$ cat config.mk
export PLATFORM = sky130hd
export DESIGN_NAME = fetch_unit
export DESIGN_NICKNAME = d
export VERILOG_FILES = /design/src/hw/rv_pkg.sv /design/src/hw/fetch_unit.sv
export SDC_FILE = /design/constraint.sdc
export NUM_CORES = 1
export LEC_CHECK = 0
export BUFFER_PORTS_ARGS = -buffer_cell sky130_fd_sc_hd__buf_4
export CORE_MARGIN = 5
export CORE_UTILIZATION = 44
export DETAILED_ROUTE_END_ITERATION = 16
export GPL_TIMING_DRIVEN = 0
export PLACE_DENSITY = 0.86
export RECOVER_POWER = 50
export SLEW_MARGIN = 5
export SYNTH_ARGS = -nofsm -noshare
export SYNTH_HDL_FRONTEND = slang
export SYNTH_SLANG_ARGS = --single-unit
$ cat constraint.sdc
create_clock -name clk -period 2.87 [get_ports clk]
set_input_delay 0.4305 -clock clk [delete_from_list [all_inputs] [get_ports clk]]
set_output_delay 0.4305 -clock clk [all_outputs]
set_load 0.01 [all_outputs]
$ cat src/hw/rv_pkg.sv
// widths, opcodes, alu codes, instruction formats, bus and commit structs
package rv_pkg;

    localparam int XLEN       = 64;
    localparam int REG_ADDR_W = 5;

    typedef enum logic [6:0] {
        OP     = 7'b0110011,
        OP_IMM = 7'b0010011,
        LUI    = 7'b0110111,
        LOAD   = 7'b0000011,
        STORE  = 7'b0100011
    } op_e;

    typedef enum logic [2:0] {
        ALU_ADD,
        ALU_SUB,
        ALU_AND,
        ALU_OR,
        ALU_XOR,
        ALU_SLT,
        ALU_PASS_B
    } alu_op_e;

    ////////////////////////////////////////
    // instruction word views
    ////////////////////////////////////////
    typedef struct packed {
        logic [6:0]            funct7;
        logic [REG_ADDR_W-1:0] rs2;
        logic [REG_ADDR_W-1:0] rs1;
        logic [2:0]            funct3;
        logic [REG_ADDR_W-1:0] rd;
        logic [6:0]            opcode;
    } r_fmt_t;

    typedef struct packed {
        logic [11:0]           imm;
        logic [REG_ADDR_W-1:0] rs1;
        logic [2:0]            funct3;
        logic [REG_ADDR_W-1:0] rd;
        logic [6:0]            opcode;
    } i_fmt_t;

    typedef struct packed {
        logic [6:0]            imm_hi;
        logic [REG_ADDR_W-1:0] rs2;
        logic [REG_ADDR_W-1:0] rs1;
        logic [2:0]            funct3;
        logic [4:0]            imm_lo;
        logic [6:0]            opcode;
    } s_fmt_t;

    typedef struct packed {
        logic [19:0]           imm;
        logic [REG_ADDR_W-1:0] rd;
        logic [6:0]            opcode;
    } u_fmt_t;

    typedef union packed {
        r_fmt_t r;
        i_fmt_t i;
        s_fmt_t s;
        u_fmt_t u;
    } instr_u;

    ////////////////////////////////////////
    // control, bus and commit bundles
    ////////////////////////////////////////
    typedef struct packed {
        logic [REG_ADDR_W-1:0] rd;
        logic [REG_ADDR_W-1:0] rs1;
        logic [REG_ADDR_W-1:0] rs2;
        logic [XLEN-1:0]       imm;
        alu_op_e               alu_op;
        logic                  use_imm;
        logic                  mem_read;
        logic                  mem_write;
        logic                  reg_write;
    } ctrl_t;

    typedef struct packed {
        logic            req;
        logic            we;
        logic [XLEN-1:0] addr;
        logic [XLEN-1:0] wdata;
    } bus_req_t;

    typedef struct packed {
        logic            ready;
        logic [XLEN-1:0] rdata;
    } bus_rsp_t;

    typedef struct packed {
        logic [XLEN-1:0]       pc;
        logic [31:0]           instr;
        logic                  we;
        logic [REG_ADDR_W-1:0] rd;
        logic [XLEN-1:0]       wdata;
    } commit_t;

endpackage

$ cat src/hw/fetch_unit.sv
// fetch unit with pc register and one-word holding register
`timescale 1ns/1ps

module fetch_unit import rv_pkg::*; #(
    parameter logic [XLEN-1:0] RESET_PC = '0
) (
    input  logic            clk,
    input  logic            rst_n_i,
    input  logic            id_en_i,
    output bus_req_t        fetch_req_o,
    input  bus_rsp_t        fetch_rsp_i,
    output instr_u          instr_o,
    output logic [XLEN-1:0] pc_o,
    output logic            fetch_valid_o
);

    logic [XLEN-1:0] fetch_pc_q;  // address of the next word to fetch
    logic [XLEN-1:0] pc_q;
    instr_u          instr_q;
    logic            full_q;
    logic            consume;

    assign consume = full_q & id_en_i;

    // ask again as soon as the held word is being taken
    assign fetch_req_o.req   = ~full_q | id_en_i;
    assign fetch_req_o.we    = 1'b0;
    assign fetch_req_o.addr  = fetch_pc_q;
    assign fetch_req_o.wdata = '0;

    always_ff @(posedge clk) begin
        if (!rst_n_i) begin
            full_q     <= 1'b0;
            fetch_pc_q <= RESET_PC;
        end else if (fetch_rsp_i.ready) begin
            full_q     <= 1'b1;  // refill wins over consume
            fetch_pc_q <= fetch_pc_q + XLEN'(4);
        end else if (consume) begin
            full_q <= 1'b0;
        end
    end

    // bus word is 64 bits, pick the half holding this pc
    always_ff @(posedge clk) begin
        if (fetch_rsp_i.ready) begin
            pc_q    <= fetch_pc_q;
            instr_q <= fetch_pc_q[2] ? fetch_rsp_i.rdata[63:32] : fetch_rsp_i.rdata[31:0];
        end
    end

    assign instr_o       = instr_q;
    assign pc_o          = pc_q;
    assign fetch_valid_o = full_q;

endmodule

* After elaboration in Yosys (flattened, before gate mapping) *
Index checks and enable logic that the tools add are counted.

word-level totals
  logic and storage cells = 12
  register bits after elaboration = 161
  bits of input ports = 68
  output and inout bits = 227

cells by class
  reductions and logical operators = 1
  multiplexer cells = 3
  add/sub/neg operators = 1
  bitwise operators = 3

operator list
  kind                     number
  $add A64 B3 Y64 const B  1
  $mux W32                 1
  $mux W1                  2
  $reduce_bool A2 Y1       1
  $and A1 B1 Y1            1
  $not A1 Y1               1
  $or A1 B1 Y1             1

* Longest topological paths before layout *
Gate-level depths: netlist of run 1.

  depth after elaboration = 3
  gate-level depth with buffers = 8
  mapped depth without buffers = 6

* Worst setup path after synthesis of run 1 *
OpenSTA, ideal clock, no wires.

  path kind = register to register
  start = register fetch_pc_q[12]
  end = register fetch_pc_q[56]
  stages on the path, launching flop included = 7
  period minus slack after synthesis = 2452 ps
  required time = 2800 ps
  library setup time = 70 ps
  path slack = 418 ps
  arrival time = 2382 ps
  buffers on the path = 1
  cells stage by stage = dfxtp_1 nand3_2 or4_4 buf_6 or4_4 or4_1 a21oi_1

on the way
  cells in the longest elaborated chain, start to end = 1

ends and longest elaborated chain
  what                    line              source
  from (decl)             fetch_unit.sv:17  logic [XLEN-1:0] fetch_pc_q;
  from (signal assigned)  fetch_unit.sv:37  fetch_pc_q <= fetch_pc_q + XLEN'(4);
  $add A64 B3 Y64         fetch_unit.sv:37

No other way between the ends.
A chain may end at the register's enable or synchronous reset.

* Worst setup path in the final report of run 1 *
  start = register fetch_pc_q[15]
  end = register fetch_pc_q[46]

Same word-level chain as after synthesis.

==> results of run 1 <==
[power groups by stage]
stage	registers [W]	clock network, W	logic [W]
after floorplan	0.00257	0	0.000200
after global placement	0.00253	0	0.000456
after detailed placement	0.00253	0	0.000463
after CTS	0.00248	0.00243	0.000464
after global routing	0.00249	0.00253	0.000479
final	0.00248	0.00239	0.000442
[logic make-up after synthesis]
logic type / count (synthesis) / share of synthesized area
XOR/XNOR: 31 / 0.0403
AO/OA/AOI/OAI: 60 / 0.0490
buffers and inverters: 94 / 0.0954
AND/OR/NAND/NOR: 181 / 0.152
flip-flops: 157 / 0.606
other: 1 / 0.000556
multiplexers: 33 / 0.0549
adder cells (fa/ha/maj): 1 / 0.00186
[registers in the layout, indices dropped and copies added (netlist names)]
register and flops:
fetch_pc_q 62, pc_o 62, instr_o 32, fetch_valid_o 1
[through the flow]
step | util | total power, W
floorplan | - | 0.00277
CTS | 0.634 | 0.00538
global route | 0.625 | 0.00550
finish | 0.625 | 0.00531
global placement | 0.591 | 0.00299
detailed placement | 0.591 | 0.00300
[synth_stat cells, drive strengths merged (3+ instances only)]
master  number
a21oi       30
and3         9
and4         8
buf         76
clkbuf      12
dfxtp       63
edfxtp      94
inv          6
mux2        32
nand2       25
nand3       26
nand4       21
nor2        38
nor3         3
nor4        11
o21ai       18
o31ai       11
or3         15
or4         13
xnor2       14
xor2        17
[cell type report]
type                    instances  area, um2
fillers                      1245       5670
flip-flops and latches        157       4080
multi-input cells             375       2290
repair buffers                226       1540
plain buffers                  88        621
clock buffers                  17        425
well taps                     188        235
clock inverters                15        208
inverters                       6       22.5
[worst min path at each step]
stage | from | to | slack [ns] | cells past startpoint
after detailed placement | fetch_pc_q[63] | pc_o[63] | 0.49 | 0
after global placement | fetch_pc_q[48] | pc_o[48] | 0.48 | 0
after CTS | rst_n_i | fetch_pc_q[14] | 0.22 | 2
after floorplan | fetch_pc_q[48] | pc_o[48] | 0.50 | 0
after global routing | rst_n_i | fetch_pc_q[14] | 0.23 | 2
final | rst_n_i | fetch_pc_q[14] | 0.23 | 2
[per-layer routing]
layer	wire length, um	part of all wire	track usage	up-vias
met2	9160	0.52	0.352	251
met4	308	0.017	0.0623	0
met3	1420	0.080	0.0623	23
met5	0	0	0	-
li1	-	-	-	2541
met1	6810	0.38	0.218	2485
[what timing repair did]
action	4_1_cts	5_1_grt
resized for setup	3	3
pin swaps	0	1
hold buffers	0	0
endpoints found under the setup margin	25	13
setup buffers	0	1
==> results.json, run 1 <==
{
  "grt_pass1_vias": 5179,
  "path_max_fanout": 10,
  "viasPerCell": 4.94,
  "dr.pass1.iters": 5,
  "fp.dieW_um": 134,
  "die_h_um": 134,
  "synth_ff_type": "edfxtp_1",
  "dp_hpwl_um": 13400,
  "top_level_ports": 295,
  "worstPathArrival_ns": 3.00,
  "stdcell_count": 1072,
  "yosys_warnings": 0,
  "p_sw_frac": 0.217,
  "cp-end-kind": "flip-flop",
  "grt_max_degree": 96,
  "period_needed_ns": 2.65,
  "maxSlewHeadroom": 0.402,
  "yosysSeqAreaShare": 0.606,
  "final_nets": 940,
  "slowest_stage": "or4b_2",
  "overflow": 0,
  "synthTopCellsByArea": "edfxtp_1, dfxtp_1, buf_4",
  "worstReg2RegStart": "fetch_pc_q[15]",
  "cts_buffers": 17,
  "cp.required_ns": 3.21,
  "period_share": 0.924,
  "place_congestion": 0.801,
  "fmax_mhz": 377,
  "regToRegSetupSlack_ns": 0.22,
  "clock-sinks": 157,
  "rsz0062_at_grt": "no",
  "cts_buffer_depth": 2,
  "setup-violations-final": 0,
  "worstSetupEndpoint": "fetch_pc_q[46]",
  "grt_pass1_wl_um": 27500,
  "dieArea_um2": 17900,
  "final_cell_mix": "buf_4, edfxtp_1, conb_1",
  "synth_edf_count": 94,
  "final_cell_area_um2": 9420,
  "diodes": 0,
  "p_per_area_nw_per_um2": 564,
  "slowest_delay_ns": 0.63,
  "clockPowerShare": 0.450,
  "ys_async_sr_fraction": 0,
  "cp.depth": 6,
  "drive_gt1_frac": 0.382,
  "placed_area_um2": 8920,
  "p_comb_frac": 0.083,
  "timing.rr.end": "fetch_pc_q[46]",
  "rows": 45,
  "dp.cells": 1039,
  "cp_top_family": "simple AND/OR/NAND/NOR gates",
  "drt_wl_total_um": 17700,
  "clock-skew-final_ns": 0.00981,
  "hold_class": "primary input to flip-flop",
  "ys_types": 45,
  "drc": 0,
  "cts_tree": "done",
  "ir_drop_mv": 0.408,
  "port_buffers": 225,
  "htreeDepth": 4,
  "startpoint_type": "flip-flop",
  "worst_slew_pin_slew_ns": 0.889,
  "yosysTopAreaCell": "edfxtp_1",
  "cts_root_buf": "clkbuf_16",
  "yosys_register_bits": 157,
  "syn_avg_cell_area_um2": 12.1,
  "initial_core_util": 0.447,
  "holdWs_ns": 0.235,
  "p_seq_frac": 0.467,
  "final_common_cell": "buf_4",
  "fin_tns_setup_ns": 0,
  "status": "finished clean",
  "cap_violations": 0,
  "crit_chain": "nand4_2, or4_4, buf_6, nor4_2, or4b_2, a21oi_1",
  "worstSkewPairLatency_ns": 0.42,
  "gr-usage-all-layers": 0.195,
  "setup_ws_ns": 0.217,
  "path_buf_inv": 1,
  "reg2reg_depth": 6,
  "report.final.hold_viol_count": 0,
  "antenna_found_initial": 0,
  "syn_inst": 558,
  "dr_total_vias": 5300,
  "crit_type": "flip-flop to flip-flop",
  "power_switching_w": 0.00115,
  "startpoint": "fetch_pc_q[15]",
  "p_int_w": 0.00416,
  "clk_pin_slew_worst_paths_ns": 0.06,
  "place_ws_ns": -0.842,
  "drtIter0Drc": 337,
  "synthToLayoutAreaGrowth_pct": 39.8,
  "final_antenna_net_count": 0,
  "wire_per_inst_um": 16.5,
  "p_leak_nw": 3.90,
  "synth_top_cell_area_share": 0.419,
  "synth_area_um2": 6740,
  "core_um2": 15100,
  "slew_viol_final": 0
}
No activity file was read; power rests on OpenSTA's default activity.
==> run 2: changes to the inputs <==
CTS_CLUSTER_DIAMETER = 80   (was default)
PLACE_DENSITY = 0.74   (was 0.86)
SKIP_CTS_REPAIR_TIMING = 1   (was default)
==> results.json, run 2 (synthesized netlist as in run 1, its figures left out) <==
{
  "hold_class": "primary input to flip-flop",
  "place_congestion": 0.779,
  "worstSkewPairLatency_ns": 0.42,
  "grt_pass1_wl_um": 27000,
  "timing.rr.end": "fetch_pc_q[53]",
  "p_leak_nw": 3.89,
  "rows": 45,
  "startpoint_type": "flip-flop",
  "initial_core_util": 0.447,
  "dp_hpwl_um": 13000,
  "cp-end-kind": "flip-flop",
  "cp.required_ns": 3.15,
  "fin_util": 0.623,
  "port_buffers": 225,
  "final_cell_mix": "buf_4, edfxtp_1, conb_1",
  "stdcell_count": 1071,
  "path_max_fanout": 10,
  "grt_max_degree": 96,
  "dp.cells": 1039,
  "period_needed_ns": 2.64,
  "cts_buffer_depth": 2,
  "top_level_ports": 295,
  "dr.pass1.iters": 4,
  "wire_per_inst_um": 16.3,
  "final_nets": 939,
  "synthToLayoutAreaGrowth_pct": 39.5,
  "cts_tree": "done",
  "worst_slew_pin_slew_ns": 0.833,
  "overflow": 0,
  "clk_pin_slew_worst_paths_ns": 0.06,
  "dieArea_um2": 17900,
  "final_common_cell": "buf_4",
  "crit_type": "flip-flop to flip-flop",
  "diodes": 0,
  "gr-usage-all-layers": 0.190,
  "htreeDepth": 4,
  "dr_total_vias": 5260,
  "p_per_area_nw_per_um2": 555,
  "report.final.hold_viol_count": 0,
  "regToRegSetupSlack_ns": 0.23,
  "grt_pass1_vias": 5058,
  "hold_end": "fetch_pc_q[14]",
  "cts_buffers": 17,
  "viasPerCell": 4.91,
  "core_um2": 15100,
  "clock-sinks": 157,
  "rsz0062_at_grt": "no",
  "clock-skew-final_ns": 0.00651,
  "final_antenna_net_count": 0,
  "slew_viol_final": 0,
  "drc": 0,
  "setup-violations-final": 0,
  "drt_wl_total_um": 17500,
  "fp.dieW_um": 134,
  "period_share": 0.921,
  "hold_depth": 2,
  "die_h_um": 134,
  "cts_root_buf": "clkbuf_16",
  "fmax_mhz": 378,
  "reg2reg_depth": 7,
  "cap_violations": 0,
  "status": "finished clean",
  "ir_drop_mv": 0.412,
  "drtIter0Drc": 269,
  "antenna_found_initial": 0,
  "drive_gt1_frac": 0.388,
  "worstReg2RegStart": "fetch_pc_q[5]",
  "hold_start": "rst_n_i",
  "maxSlewHeadroom": 0.439,
  "worstPathArrival_ns": 2.93
}
## run 2: cell type report
cell class | count | area [um2]
plain buffers | 87 | 618
clock buffers | 17 | 425
clock inverters | 15 | 186
fillers | 1309 | 5680
inverters | 6 | 22.5
multi-input cells | 375 | 2290
flip-flops and latches | 157 | 4080
well taps | 188 | 235
repair buffers | 226 | 1540
## run 2: worst max path at each step
stage | start | end | slack [ns] | cells after the start
3_5_place_dp | fetch_rsp_i[64] | fetch_pc_q[53] | -0.99 | 9
4_1_cts | fetch_rsp_i[64] | fetch_pc_q[53] | -0.53 | 9
6_report | fetch_pc_q[5] | fetch_pc_q[53] | 0.23 | 7
5_1_grt | fetch_pc_q[5] | fetch_pc_q[53] | 0.04 | 7
3_3_place_gp | fetch_rsp_i[64] | fetch_pc_q[53] | -0.95 | 9
2_1_floorplan | fetch_pc_q[12] | fetch_pc_q[56] | 0.42 | 6
## run 2: metal layers
layer / vias up / wire length [um] / GRT usage
li1: 2547 / - / -
met1: 2450 / 7200 / 0.236
met2: 250 / 8410 / 0.309
met3: 13 / 1670 / 0.0716
met4: 0 / 199 / 0.0594
met5: - / 0 / 0
## run 2: power breakdown
group / leakage, nW / total (W) / switching, W / internal, W
combinational: 2.12 / 0.000440 / 0.000210 / 0.000229
sequential: 1.48 / 0.00248 / 0.0000208 / 0.00246
clock: 0.292 / 0.00230 / 0.000915 / 0.00138
## run 2: through the flow
step | cell area, um2 | setup TNS (ns) | hold WS, ns | power, W | worst slack [ns]
2_1_floorplan | 7000 | 0 | 0.501 | 0.00277 | 0.418
3_3_place_gp | 8920 | -24.47 | 0.462 | 0.00299 | -0.952
3_5_place_dp | 8920 | -25.11 | 0.490 | 0.00300 | -0.988
4_1_cts | 9530 | -7.13 | 0.220 | 0.00530 | -0.526
5_1_grt | 9410 | 0 | 0.235 | 0.00541 | 0.0353
6_report | 9410 | 0 | 0.244 | 0.00522 | 0.227
## run 2: worst max-delay path, stage by stage, from the launching register on
cell and delay (ns):
dfxtp_1 0.51, nand4_1 0.24, nor4_4 0.45, nand4_1 0.30
clkbuf_1 0.34, clkbuf_2 0.30, o31ai_1 0.27, a21oi_1 0.09
