--- config.mk ---
export PLATFORM = sky130hd
export DESIGN_NAME = decode_unit
export DESIGN_NICKNAME = d
export VERILOG_FILES = /design/src/hw/rv_pkg.sv /design/src/hw/decode_unit.sv
export SDC_FILE = /design/constraint.sdc
export NUM_CORES = 1
export LEC_CHECK = 0
export ABC_AREA = 1
export BUFFER_PORTS_ARGS = -buffer_cell sky130_fd_sc_hd__buf_2
export CORE_MARGIN = 2
export CORE_UTILIZATION = 36
export DETAILED_ROUTE_END_ITERATION = 6
export GPL_ROUTABILITY_DRIVEN = 1
export GPL_TIMING_DRIVEN = 0
export PLACE_DENSITY = 0.94
export REMOVE_ABC_BUFFERS = 1
export SYNTH_ARGS = -nofsm -noshare
export SYNTH_HDL_FRONTEND = slang
export SYNTH_SLANG_ARGS = --single-unit
--- constraint.sdc ---
create_clock -name vclk -period 4.4
set_clock_uncertainty 0.2 [all_clocks]
set_input_delay 0.22 -clock vclk [all_inputs]
set_output_delay 0.22 -clock vclk [all_outputs]
set_load 0.05 [all_outputs]
--- src/hw/rv_pkg.sv ---
// widths, opcodes, alu codes, instruction formats, bus and commit structs
package rv_pkg;

    localparam int XLEN       = 64;
    localparam int REG_ADDR_W = 5;

    typedef enum logic [6:0] {
        OP     = 7'b0110011,
        OP_IMM = 7'b0010011,
        LUI    = 7'b0110111,
        LOAD   = 7'b0000011,
        STORE  = 7'b0100011
    } op_e;

    typedef enum logic [2:0] {
        ALU_ADD,
        ALU_SUB,
        ALU_AND,
        ALU_OR,
        ALU_XOR,
        ALU_SLT,
        ALU_PASS_B
    } alu_op_e;

    ////////////////////////////////////////
    // instruction word views
    ////////////////////////////////////////
    typedef struct packed {
        logic [6:0]            funct7;
        logic [REG_ADDR_W-1:0] rs2;
        logic [REG_ADDR_W-1:0] rs1;
        logic [2:0]            funct3;
        logic [REG_ADDR_W-1:0] rd;
        logic [6:0]            opcode;
    } r_fmt_t;

    typedef struct packed {
        logic [11:0]           imm;
        logic [REG_ADDR_W-1:0] rs1;
        logic [2:0]            funct3;
        logic [REG_ADDR_W-1:0] rd;
        logic [6:0]            opcode;
    } i_fmt_t;

    typedef struct packed {
        logic [6:0]            imm_hi;
        logic [REG_ADDR_W-1:0] rs2;
        logic [REG_ADDR_W-1:0] rs1;
        logic [2:0]            funct3;
        logic [4:0]            imm_lo;
        logic [6:0]            opcode;
    } s_fmt_t;

    typedef struct packed {
        logic [19:0]           imm;
        logic [REG_ADDR_W-1:0] rd;
        logic [6:0]            opcode;
    } u_fmt_t;

    typedef union packed {
        r_fmt_t r;
        i_fmt_t i;
        s_fmt_t s;
        u_fmt_t u;
    } instr_u;

    ////////////////////////////////////////
    // control, bus and commit bundles
    ////////////////////////////////////////
    typedef struct packed {
        logic [REG_ADDR_W-1:0] rd;
        logic [REG_ADDR_W-1:0] rs1;
        logic [REG_ADDR_W-1:0] rs2;
        logic [XLEN-1:0]       imm;
        alu_op_e               alu_op;
        logic                  use_imm;
        logic                  mem_read;
        logic                  mem_write;
        logic                  reg_write;
    } ctrl_t;

    typedef struct packed {
        logic            req;
        logic            we;
        logic [XLEN-1:0] addr;
        logic [XLEN-1:0] wdata;
    } bus_req_t;

    typedef struct packed {
        logic            ready;
        logic [XLEN-1:0] rdata;
    } bus_rsp_t;

    typedef struct packed {
        logic [XLEN-1:0]       pc;
        logic [31:0]           instr;
        logic                  we;
        logic [REG_ADDR_W-1:0] rd;
        logic [XLEN-1:0]       wdata;
    } commit_t;

endpackage

--- src/hw/decode_unit.sv ---
// instruction decoder producing register indices, immediate and control
`timescale 1ns/1ps

module decode_unit import rv_pkg::*; (
    input  instr_u instr_i,
    output ctrl_t  ctrl_o
);

    // shared by register and immediate forms
    function automatic alu_op_e funct_to_alu(input logic [2:0] funct3, input logic alt);
        alu_op_e op;
        case (funct3)
            3'b000:  op = alt ? ALU_SUB : ALU_ADD;
            3'b010:  op = ALU_SLT;
            3'b100:  op = ALU_XOR;
            3'b110:  op = ALU_OR;
            3'b111:  op = ALU_AND;
            default: op = ALU_ADD;
        endcase
        return op;
    endfunction

    logic [XLEN-1:0] imm_i;
    logic [XLEN-1:0] imm_s;
    logic [XLEN-1:0] imm_u;

    assign imm_i = {{52{instr_i.i.imm[11]}}, instr_i.i.imm};
    assign imm_s = {{52{instr_i.s.imm_hi[6]}}, instr_i.s.imm_hi, instr_i.s.imm_lo};
    assign imm_u = {{32{instr_i.u.imm[19]}}, instr_i.u.imm, 12'b0};

    always_comb begin
        ctrl_o        = '0;  // unknown opcode ends up as a nop
        ctrl_o.alu_op = ALU_ADD;
        case (instr_i.r.opcode)
            OP: begin
                ctrl_o.rd        = instr_i.r.rd;
                ctrl_o.rs1       = instr_i.r.rs1;
                ctrl_o.rs2       = instr_i.r.rs2;
                ctrl_o.alu_op    = funct_to_alu(instr_i.r.funct3, instr_i.r.funct7[5]);
                ctrl_o.reg_write = |instr_i.r.rd;
            end
            OP_IMM: begin
                ctrl_o.rd        = instr_i.i.rd;
                ctrl_o.rs1       = instr_i.i.rs1;
                ctrl_o.imm       = imm_i;
                ctrl_o.use_imm   = 1'b1;
                ctrl_o.alu_op    = funct_to_alu(instr_i.i.funct3, 1'b0);
                ctrl_o.reg_write = |instr_i.i.rd;
            end
            LUI: begin
                ctrl_o.rd        = instr_i.u.rd;
                ctrl_o.imm       = imm_u;
                ctrl_o.use_imm   = 1'b1;
                ctrl_o.alu_op    = ALU_PASS_B;
                ctrl_o.reg_write = |instr_i.u.rd;
            end
            LOAD: begin
                ctrl_o.rd        = instr_i.i.rd;
                ctrl_o.rs1       = instr_i.i.rs1;
                ctrl_o.imm       = imm_i;
                ctrl_o.use_imm   = 1'b1;
                ctrl_o.mem_read  = 1'b1;
                ctrl_o.reg_write = |instr_i.i.rd;
            end
            STORE: begin
                ctrl_o.rs1       = instr_i.s.rs1;
                ctrl_o.rs2       = instr_i.s.rs2;  // store data
                ctrl_o.imm       = imm_s;
                ctrl_o.use_imm   = 1'b1;
                ctrl_o.mem_write = 1'b1;
            end
            default: ;
        endcase
    end

endmodule

Word level (Yosys, flattened, before mapping)

Index checks and enable logic that the tools add are counted.

Equality and inequality tests: 9
Muxes and demuxes: 12
Reductions and logical operators: 7

Operator list:

| operator                                                              | count |
|---|---|
| 64-bit case mux with 3 select lines                                   | 1 |
| 7-bit by 6-bit equality test with 1-bit output, second input constant | 3 |
| 5-bit two-way mux                                                     | 3 |
| 3-bit case mux with 5 select lines                                    | 1 |
| 3-bit case mux with 4 select lines                                    | 1 |
| 4-bit OR reduction                                                    | 3 |
| 3-bit equality test, second input constant                            | 3 |
| 3-bit case mux with 3 select lines                                    | 1 |
| 7-bit by 2-bit equality test with 1-bit output, second input constant | 1 |
| 7-bit by 5-bit equality test with 1-bit output, second input constant | 1 |
| 1-bit two-way mux                                                     | 5 |
| 5-bit OR reduction                                                    | 1 |
| 2-bit OR reduction                                                    | 2 |
| 3-bit by 2-bit equality test with 1-bit output, second input constant | 1 |
| 3-bit logical NOT                                                     | 1 |

Bits in registers: 0
Output and inout bits: 86
Input bits: 32
Logic and storage cells: 28

Logic depth before layout (Yosys ltp)

Gate-level depths: netlist of the first run.

Word-level depth: 3
Gate-level depth with buffers: 9
Mapped depth without buffers: 7

Least setup slack after synthesis of the first run

Ideal clock, no wire load.

Path kind: input to output
From: input port instr_i[3] in the netlist's numbering
To: output port ctrl_o[39] in the netlist's numbering
Data arrival time: 2,094 ps
Stages: 9
Required time: 3,980 ps
Path slack: 1,886 ps
Buffers on the path: 2
Cell sequence: inv_1 -> nand2_1 -> nor2_4 -> nand2_2 -> buf_6 -> nand3_2 -> nand2_1 -> inv_1 -> buf_4

RTL lines:

| what        | line             | text |
|---|---|---|
| from (decl) | decode_unit.sv:5 | `input instr_u instr_i,` |
| to (decl)   | decode_unit.sv:6 | `output ctrl_t ctrl_o` |

==> results_tabular.tex, run 1 <==
\begin{tabular}{lr}
\hline
Metric & Value \\
\hline
\multicolumn{2}{l}{\textbf{Run status}} \\
Status & finished, final reports clean \\
\multicolumn{2}{l}{\textbf{Place}} \\
DP Wirelength & 2.38 mm \\
Number of I/O port buffers & 118 \\
Post-place instance area & 1230 um\^{}2 \\
Final RePlAce weighted congestion & 0.756 \\
\multicolumn{2}{l}{\textbf{Power and ir drop}} \\
Leakage power & 0.00112 uW \\
Worst-case vdd ir drop & 0.0000366 V \\
Total power consumption of the routed design & 80.5 uW \\
Power density cells & 65.2 nW/um\^{}2 \\
\multicolumn{2}{l}{\textbf{Setup path}} \\
Worst setup path startpoint & instr\_i[3] \\
Data arrival time of the critical path & 2.76 ns \\
Crit path buf inv count & 4 \\
Worst path slowest cell & sky130\_fd\_sc\_hd\_\_nor2\_1 \\
Most common cell type on the critical path & sky130\_fd\_sc\_hd\_\_nand2\_1 \\
Largest delay share family, worst path & simple AND/OR/NAND/NOR gates \\
Critical path launch point type & input port \\
Critical path fanouts, max & 33 \\
Highest cell delay on the worst timing path & 0.94 ns \\
Kind of critical path & in2out \\
Cells traversed along the worst timing path & buf\_2 > inv\_1 > nand2\_1 > nor2\_1 > nand2\_1 > nand3\_2 > nand2\_1 > inv\_1 > buf\_2 \\
Setup crit end kind & output port \\
Worst EP required & 3.98 ns \\
\multicolumn{2}{l}{\textbf{Die}} \\
Number of primary I/O pins & 118 \\
Row count & 18 \\
Die span in x & 54.0 um \\
Initial cell density of the core & 37.0\% \\
Floorplan die area & 2910 um\^{}2 \\
Die height & 54.0 um \\
Area of the core region & 2430 um\^{}2 \\
\multicolumn{2}{l}{\textbf{Yosys}} \\
Gate count of the mapped netlist & 174 \\
Mapped cell area & 900 um\^{}2 \\
Largest area contributor in the netlist & sky130\_fd\_sc\_hd\_\_buf\_4 \\
Synth area leaders & sky130\_fd\_sc\_hd\_\_buf\_4 (30\%), sky130\_fd\_sc\_hd\_\_nand2\_1 (18\%), sky130\_fd\_sc\_hd\_\_nand3\_1 (13\%), sky130\_fd\_sc\_hd\_\_inv\_1 (12\%), sky130\_fd\_sc\_hd\_\_nor2\_1 (5.4\%) \\
Register area share after synthesis & 0\% \\
Area share of the largest cell type after synthesis & 30.0\% \\
Yosys warns & 0 \\
Netlist cell types & 16 \\
Mean area per synthesized cell & 5.17 um\^{}2 \\
\multicolumn{2}{l}{\textbf{Drt}} \\
Total Wirelength & 3.04 mm \\
Violation count after the first detailed-route iteration & 19 \\
Drt drc & 0 \\
Detailed-route via count & 1305 \\
Routed via count divided by cell count & 4.63 \\
Routed Antenna Nets & 0 \\
Number of detailed-route iterations in the first pass & 4 \\
Wirelength per Cell & 10.8 um \\
\multicolumn{2}{l}{\textbf{STA}} \\
Final Hold Viols & 0 \\
Fmax & 315 MHz \\
Setup repair after global routing missed its margin & false \\
Hold WS & 0.623 ns \\
Slew Limit Fails & 0 \\
Post-route clock period utilization & 72.2\% \\
Shortest clock period the worst path allows after layout & 3.18 ns \\
Slew HR & 15.8\% \\
Transition time of the tightest slew-check pin & 1.26 ns \\
Number of endpoints failing setup at the final stage & 0 \\
\multicolumn{2}{l}{\textbf{Layout}} \\
Clock buffer count & 0 \\
Final standard cell utilization of the core & 50.7\% \\
Sequential cell count & 0 \\
Area used by sequential logic in the layout & 0 um\^{}2 \\
Count of antenna diodes in the layout & 0 \\
Most frequent standard cell in the layout excluding fill and tap cells & sky130\_fd\_sc\_hd\_\_buf\_2 \\
Layout Area Growth over Synthesis & 37.1\% \\
Most used cells in the layout excluding fill and tap cells & sky130\_fd\_sc\_hd\_\_buf\_2 (118), sky130\_fd\_sc\_hd\_\_nand2\_1 (44), sky130\_fd\_sc\_hd\_\_inv\_1 (29), sky130\_fd\_sc\_hd\_\_nand3\_1 (23), sky130\_fd\_sc\_hd\_\_nor2\_1 (12) \\
Fraction of layout instances using a drive strength above 1 & 49.2\% \\
Final cell area excluding filler cells & 1230 um\^{}2 \\
Number of nets at the end of the flow & 286 \\
\multicolumn{2}{l}{\textbf{Min path}} \\
Worst Hold Class & in2out \\
Hold Crit Depth & 4 \\
Worst Min Path Start & instr\_i[15] \\
Sink of the worst hold path & ctrl\_o[76] \\
\multicolumn{2}{l}{\textbf{Clocking}} \\
Count of buffers added by post-CTS timing repair for setup & 0 \\
CTS hold repair buffers & 0 \\
Number of cells upsized or downsized after cts & 0 \\
\multicolumn{2}{l}{\textbf{Global route}} \\
Global Route Usage Sum & 18.0\% \\
Global-route wire length before repair & 4.05 mm \\
Number of antenna violations at the first check in global routing & 0 \\
Total grt overflow & 0 \\
Maximum number of pins on one net before global-route repair & 34 \\
Number of global-route vias before repair & 887 \\
\multicolumn{2}{l}{\textbf{Run}} \\
Max\_cap viols & 0 \\
\hline
\end{tabular}
-- cell usage after synthesis, drive strengths merged --
master,number
inv,29
a21boi,6
nand2,46
o21ai,6
nor3,1
o22ai,3
buf,40
a21oi,2
nand4,2
nand3,25
nor2,14
-- power breakdown --
group | internal, uW | switching, uW | total [uW]
registers | 0 | 0 | 0
logic | 21.9 | 58.6 | 80.5
clock network | 0 | 0 | 0
-- layer usage --
layer / GRT usage (%) / vias up / wire length [um]
li1: - / 666 / -
met1: 22.5 / 564 / 1160
met2: 35.8 / 73 / 1590
met3: 0.278 / 2 / 284
met4: 0 / 0 / 11
met5: 0 / - / 0
-- through the flow --
| stage | TNS, ns | cells | setup WS (ns) |
|---|---|---|---|
| floorplan | -230.09 | 134 | -6.97 |
| global placement | 0 | 282 | 1.24 |
| detailed placement | 0 | 282 | 1.08 |
| CTS | 0 | 282 | 1.12 |
| global route | 0 | 282 | 0.841 |
| finish | 0 | 282 | 1.22 |
-- how the worst max path moves through the flow --
stage | endpoint | cells after the start
final | ctrl_o[70] | 9
after global routing | ctrl_o[52] | 9
after CTS | ctrl_o[70] | 8
after detailed placement | ctrl_o[70] | 8
after global placement | ctrl_o[41] | 8
after floorplan | ctrl_o[38] | 6
-- cells by family after synthesis --
| family | after synthesis | synth area share (%) |
|---|---|---|
| AND/OR/NAND/NOR | 88 | 43.4 |
| buffers and inverters | 69 | 45.1 |
| AO/OA/AOI/OAI | 17 | 11.5 |
-- cell type report --
type | instances | area, um^2
fillers | 251 | 1200
repair buffers | 118 | 591
multi-input cells | 105 | 497
inverters | 29 | 109
well taps | 30 | 37.5
Note: power is estimated with default switching activity, not from simulation.
==> inputs of run 2 (changes only) <==
--- a/config.mk
+++ b/config.mk
@@ -8,11 +8,11 @@
 export ABC_AREA = 1
 export BUFFER_PORTS_ARGS = -buffer_cell sky130_fd_sc_hd__buf_2
 export CORE_MARGIN = 2
-export CORE_UTILIZATION = 36
+export CORE_UTILIZATION = 30
 export DETAILED_ROUTE_END_ITERATION = 6
 export GPL_ROUTABILITY_DRIVEN = 1
 export GPL_TIMING_DRIVEN = 0
-export PLACE_DENSITY = 0.94
+export PLACE_DENSITY = 0.84
 export REMOVE_ABC_BUFFERS = 1
 export SYNTH_ARGS = -nofsm -noshare
 export SYNTH_HDL_FRONTEND = slang
==> constraint.sdc (replaced) <==
create_clock -name vclk -period 2.6
set_clock_uncertainty 0.2 [all_clocks]
set_input_delay 0.13 -clock vclk [all_inputs]
set_output_delay 0.13 -clock vclk [all_outputs]
set_load 0.05 [all_outputs]
==> results_tabular.tex, run 2 (same netlist as run 1, synthesis figures left out) <==
\begin{tabular}{lr}
\hline
Metric & Value \\
\hline
\multicolumn{2}{l}{\textbf{Run status}} \\
Status & complete, but fails checks \\
Violated checks & design-rule violations \\
\multicolumn{2}{l}{\textbf{Die}} \\
Initial cell density of the core & 32.1\% \\
Die span in x & 58.8 um \\
Number of primary I/O pins & 118 \\
Area of the core region & 2810 um\^{}2 \\
Floorplan die area & 3450 um\^{}2 \\
Die height & 58.8 um \\
Row count & 19 \\
\multicolumn{2}{l}{\textbf{Place}} \\
Post-place instance area & 1230 um\^{}2 \\
DP Wirelength & 2.39 mm \\
Cell count after placement & 283 \\
Number of I/O port buffers & 118 \\
Final RePlAce weighted congestion & 0.715 \\
\multicolumn{2}{l}{\textbf{Layout}} \\
Most used cells in the layout excluding fill and tap cells & sky130\_fd\_sc\_hd\_\_buf\_2 (118), sky130\_fd\_sc\_hd\_\_nand2\_1 (44), sky130\_fd\_sc\_hd\_\_inv\_1 (28), sky130\_fd\_sc\_hd\_\_nand3\_1 (23), sky130\_fd\_sc\_hd\_\_nor2\_1 (11) \\
Count of antenna diodes in the layout & 0 \\
Fraction of layout instances using a drive strength above 1 & 50.0\% \\
Number of nets at the end of the flow & 286 \\
Clock buffer count & 0 \\
Layout Area Growth over Synthesis & 39.1\% \\
Count of placed standard cells in the final layout, fillers left out & 283 \\
Most frequent standard cell in the layout excluding fill and tap cells & sky130\_fd\_sc\_hd\_\_buf\_2 \\
Area used by sequential logic in the layout & 0 um\^{}2 \\
Sequential cell count & 0 \\
Final cell area excluding filler cells & 1250 um\^{}2 \\
\multicolumn{2}{l}{\textbf{STA}} \\
Slew Limit Fails & 0 \\
Fmax & 466 MHz \\
Final Hold Viols & 0 \\
Setup repair after global routing missed its margin & false \\
Post-route clock period utilization & 82.6\% \\
Shortest clock period the worst path allows after layout & 2.15 ns \\
Transition time of the tightest slew-check pin & 0.627 ns \\
Number of endpoints failing setup at the final stage & 0 \\
Slew HR & 58.1\% \\
\multicolumn{2}{l}{\textbf{Power and ir drop}} \\
Power density cells & 110 nW/um\^{}2 \\
Fraction of power consumed by combinational cells & 100.0\% \\
Worst-case vdd ir drop & 0.0000547 V \\
Sw Pwr & 100 uW \\
Net Sw Frac & 72.7\% \\
Leakage power & 0.00111 uW \\
Cell-internal power & 37.6 uW \\
Sequential share of power & 0\% \\
Part of the power in the clock network & 0\% \\
\multicolumn{2}{l}{\textbf{Setup path}} \\
Most common cell type on the critical path & sky130\_fd\_sc\_hd\_\_nand2\_1 \\
Cells traversed along the worst timing path & buf\_2 > inv\_1 > nand2\_1 > nor2\_4 > nand2\_1 > nand3\_2 > nand2\_1 > clkinvlp\_4 > buf\_2 \\
Worst EP required & 2.27 ns \\
Worst setup path startpoint & instr\_i[3] \\
Data arrival time of the critical path & 1.82 ns \\
Highest cell delay on the worst timing path & 0.37 ns \\
Critical path launch point type & input port \\
Worst path slowest cell & sky130\_fd\_sc\_hd\_\_nor2\_4 \\
Critical path fanouts, max & 33 \\
Kind of critical path & in2out \\
Setup crit end kind & output port \\
\multicolumn{2}{l}{\textbf{Clocking}} \\
Count of buffers added by post-CTS timing repair for setup & 0 \\
CTS hold repair buffers & 0 \\
\multicolumn{2}{l}{\textbf{Min path}} \\
Hold Crit Depth & 4 \\
Worst Min Path Start & instr\_i[17] \\
Worst Hold Class & in2out \\
Sink of the worst hold path & ctrl\_o[78] \\
\multicolumn{2}{l}{\textbf{Global route}} \\
Global Route Usage Sum & 15.7\% \\
Number of antenna violations at the first check in global routing & 0 \\
Number of global-route vias before repair & 1024 \\
Total grt overflow & 0 \\
Maximum number of pins on one net before global-route repair & 34 \\
Global-route wire length before repair & 4.50 mm \\
\multicolumn{2}{l}{\textbf{Drt}} \\
Drt drc & 10 \\
Number of detailed-route iterations in the first pass & 6 \\
Total Wirelength & 3.00 mm \\
Violation count after the first detailed-route iteration & 38 \\
Wirelength per Cell & 10.6 um \\
Detailed-route via count & 1267 \\
Routed via count divided by cell count & 4.48 \\
Routed Antenna Nets & 0 \\
\multicolumn{2}{l}{\textbf{Run}} \\
Max\_cap viols & 0 \\
\hline
\end{tabular}
==> run 2: metrics by stage <==
stage / total power (uW) / utilization, % / hold WS (ns) / TNS, ns / worst slack [ns]
2_1_floorplan: 83.0 / - / 0.291 / -283.55 / -8.59
3_3_place_gp: 133 / 43.9 / 0.440 / -14.19 / -0.430
3_5_place_dp: 135 / 43.9 / 0.443 / -18.15 / -0.538
4_1_cts: 138 / 44.5 / 0.442 / 0 / 0.187
5_1_grt: 149 / 44.6 / 0.455 / 0 / 0.230
6_report: 138 / 44.6 / 0.443 / 0 / 0.453
==> run 2: how the worst max path moves through the flow <==
| stage | to | depth (start not counted) | slack, ns |
|---|---|---|---|
| 2_1_floorplan | ctrl_o[38] | 6 | -8.59 |
| 5_1_grt | ctrl_o[21] | 7 | 0.23 |
| 6_report | ctrl_o[68] | 9 | 0.45 |
| 3_3_place_gp | ctrl_o[43] | 8 | -0.43 |
| 4_1_cts | ctrl_o[68] | 9 | 0.19 |
| 3_5_place_dp | ctrl_o[68] | 8 | -0.54 |
==> run 2: layout make-up <==
class | instances | area (um^2)
fillers | 305 | 1550
inverters | 29 | 113
multi-input cells | 105 | 509
repair buffers | 118 | 591
well taps | 31 | 38.8
==> run 2: what timing repair did <==
action | in CTS | in global routing
setup endpoints to repair | 44 | 33
resized for setup | 4 | 1
pin swaps | 0 | 0
==> run 2: per-layer routing <==
layer	part of all wire (%)	GRT usage, %	vias up
li1	-	-	664
met5	0	0	-
met1	41	18.8	539
met3	7.4	0.220	0
met2	52	32.1	64
met4	0	0.649	0
==> run 2: critical path: cells and delay by family <==
family / cells / cell delay, ns
and+or+nand+nor: 5 / 0.91
buffers and inverters: 4 / 0.77
==> run 2: power groups by stage <==
stage	combinational (uW)	clock, uW	sequential [uW]
floorplan	83.0	0	0
global placement	133	0	0
detailed placement	135	0	0
CTS	138	0	0
global route	149	0	0
finish	138	0	0
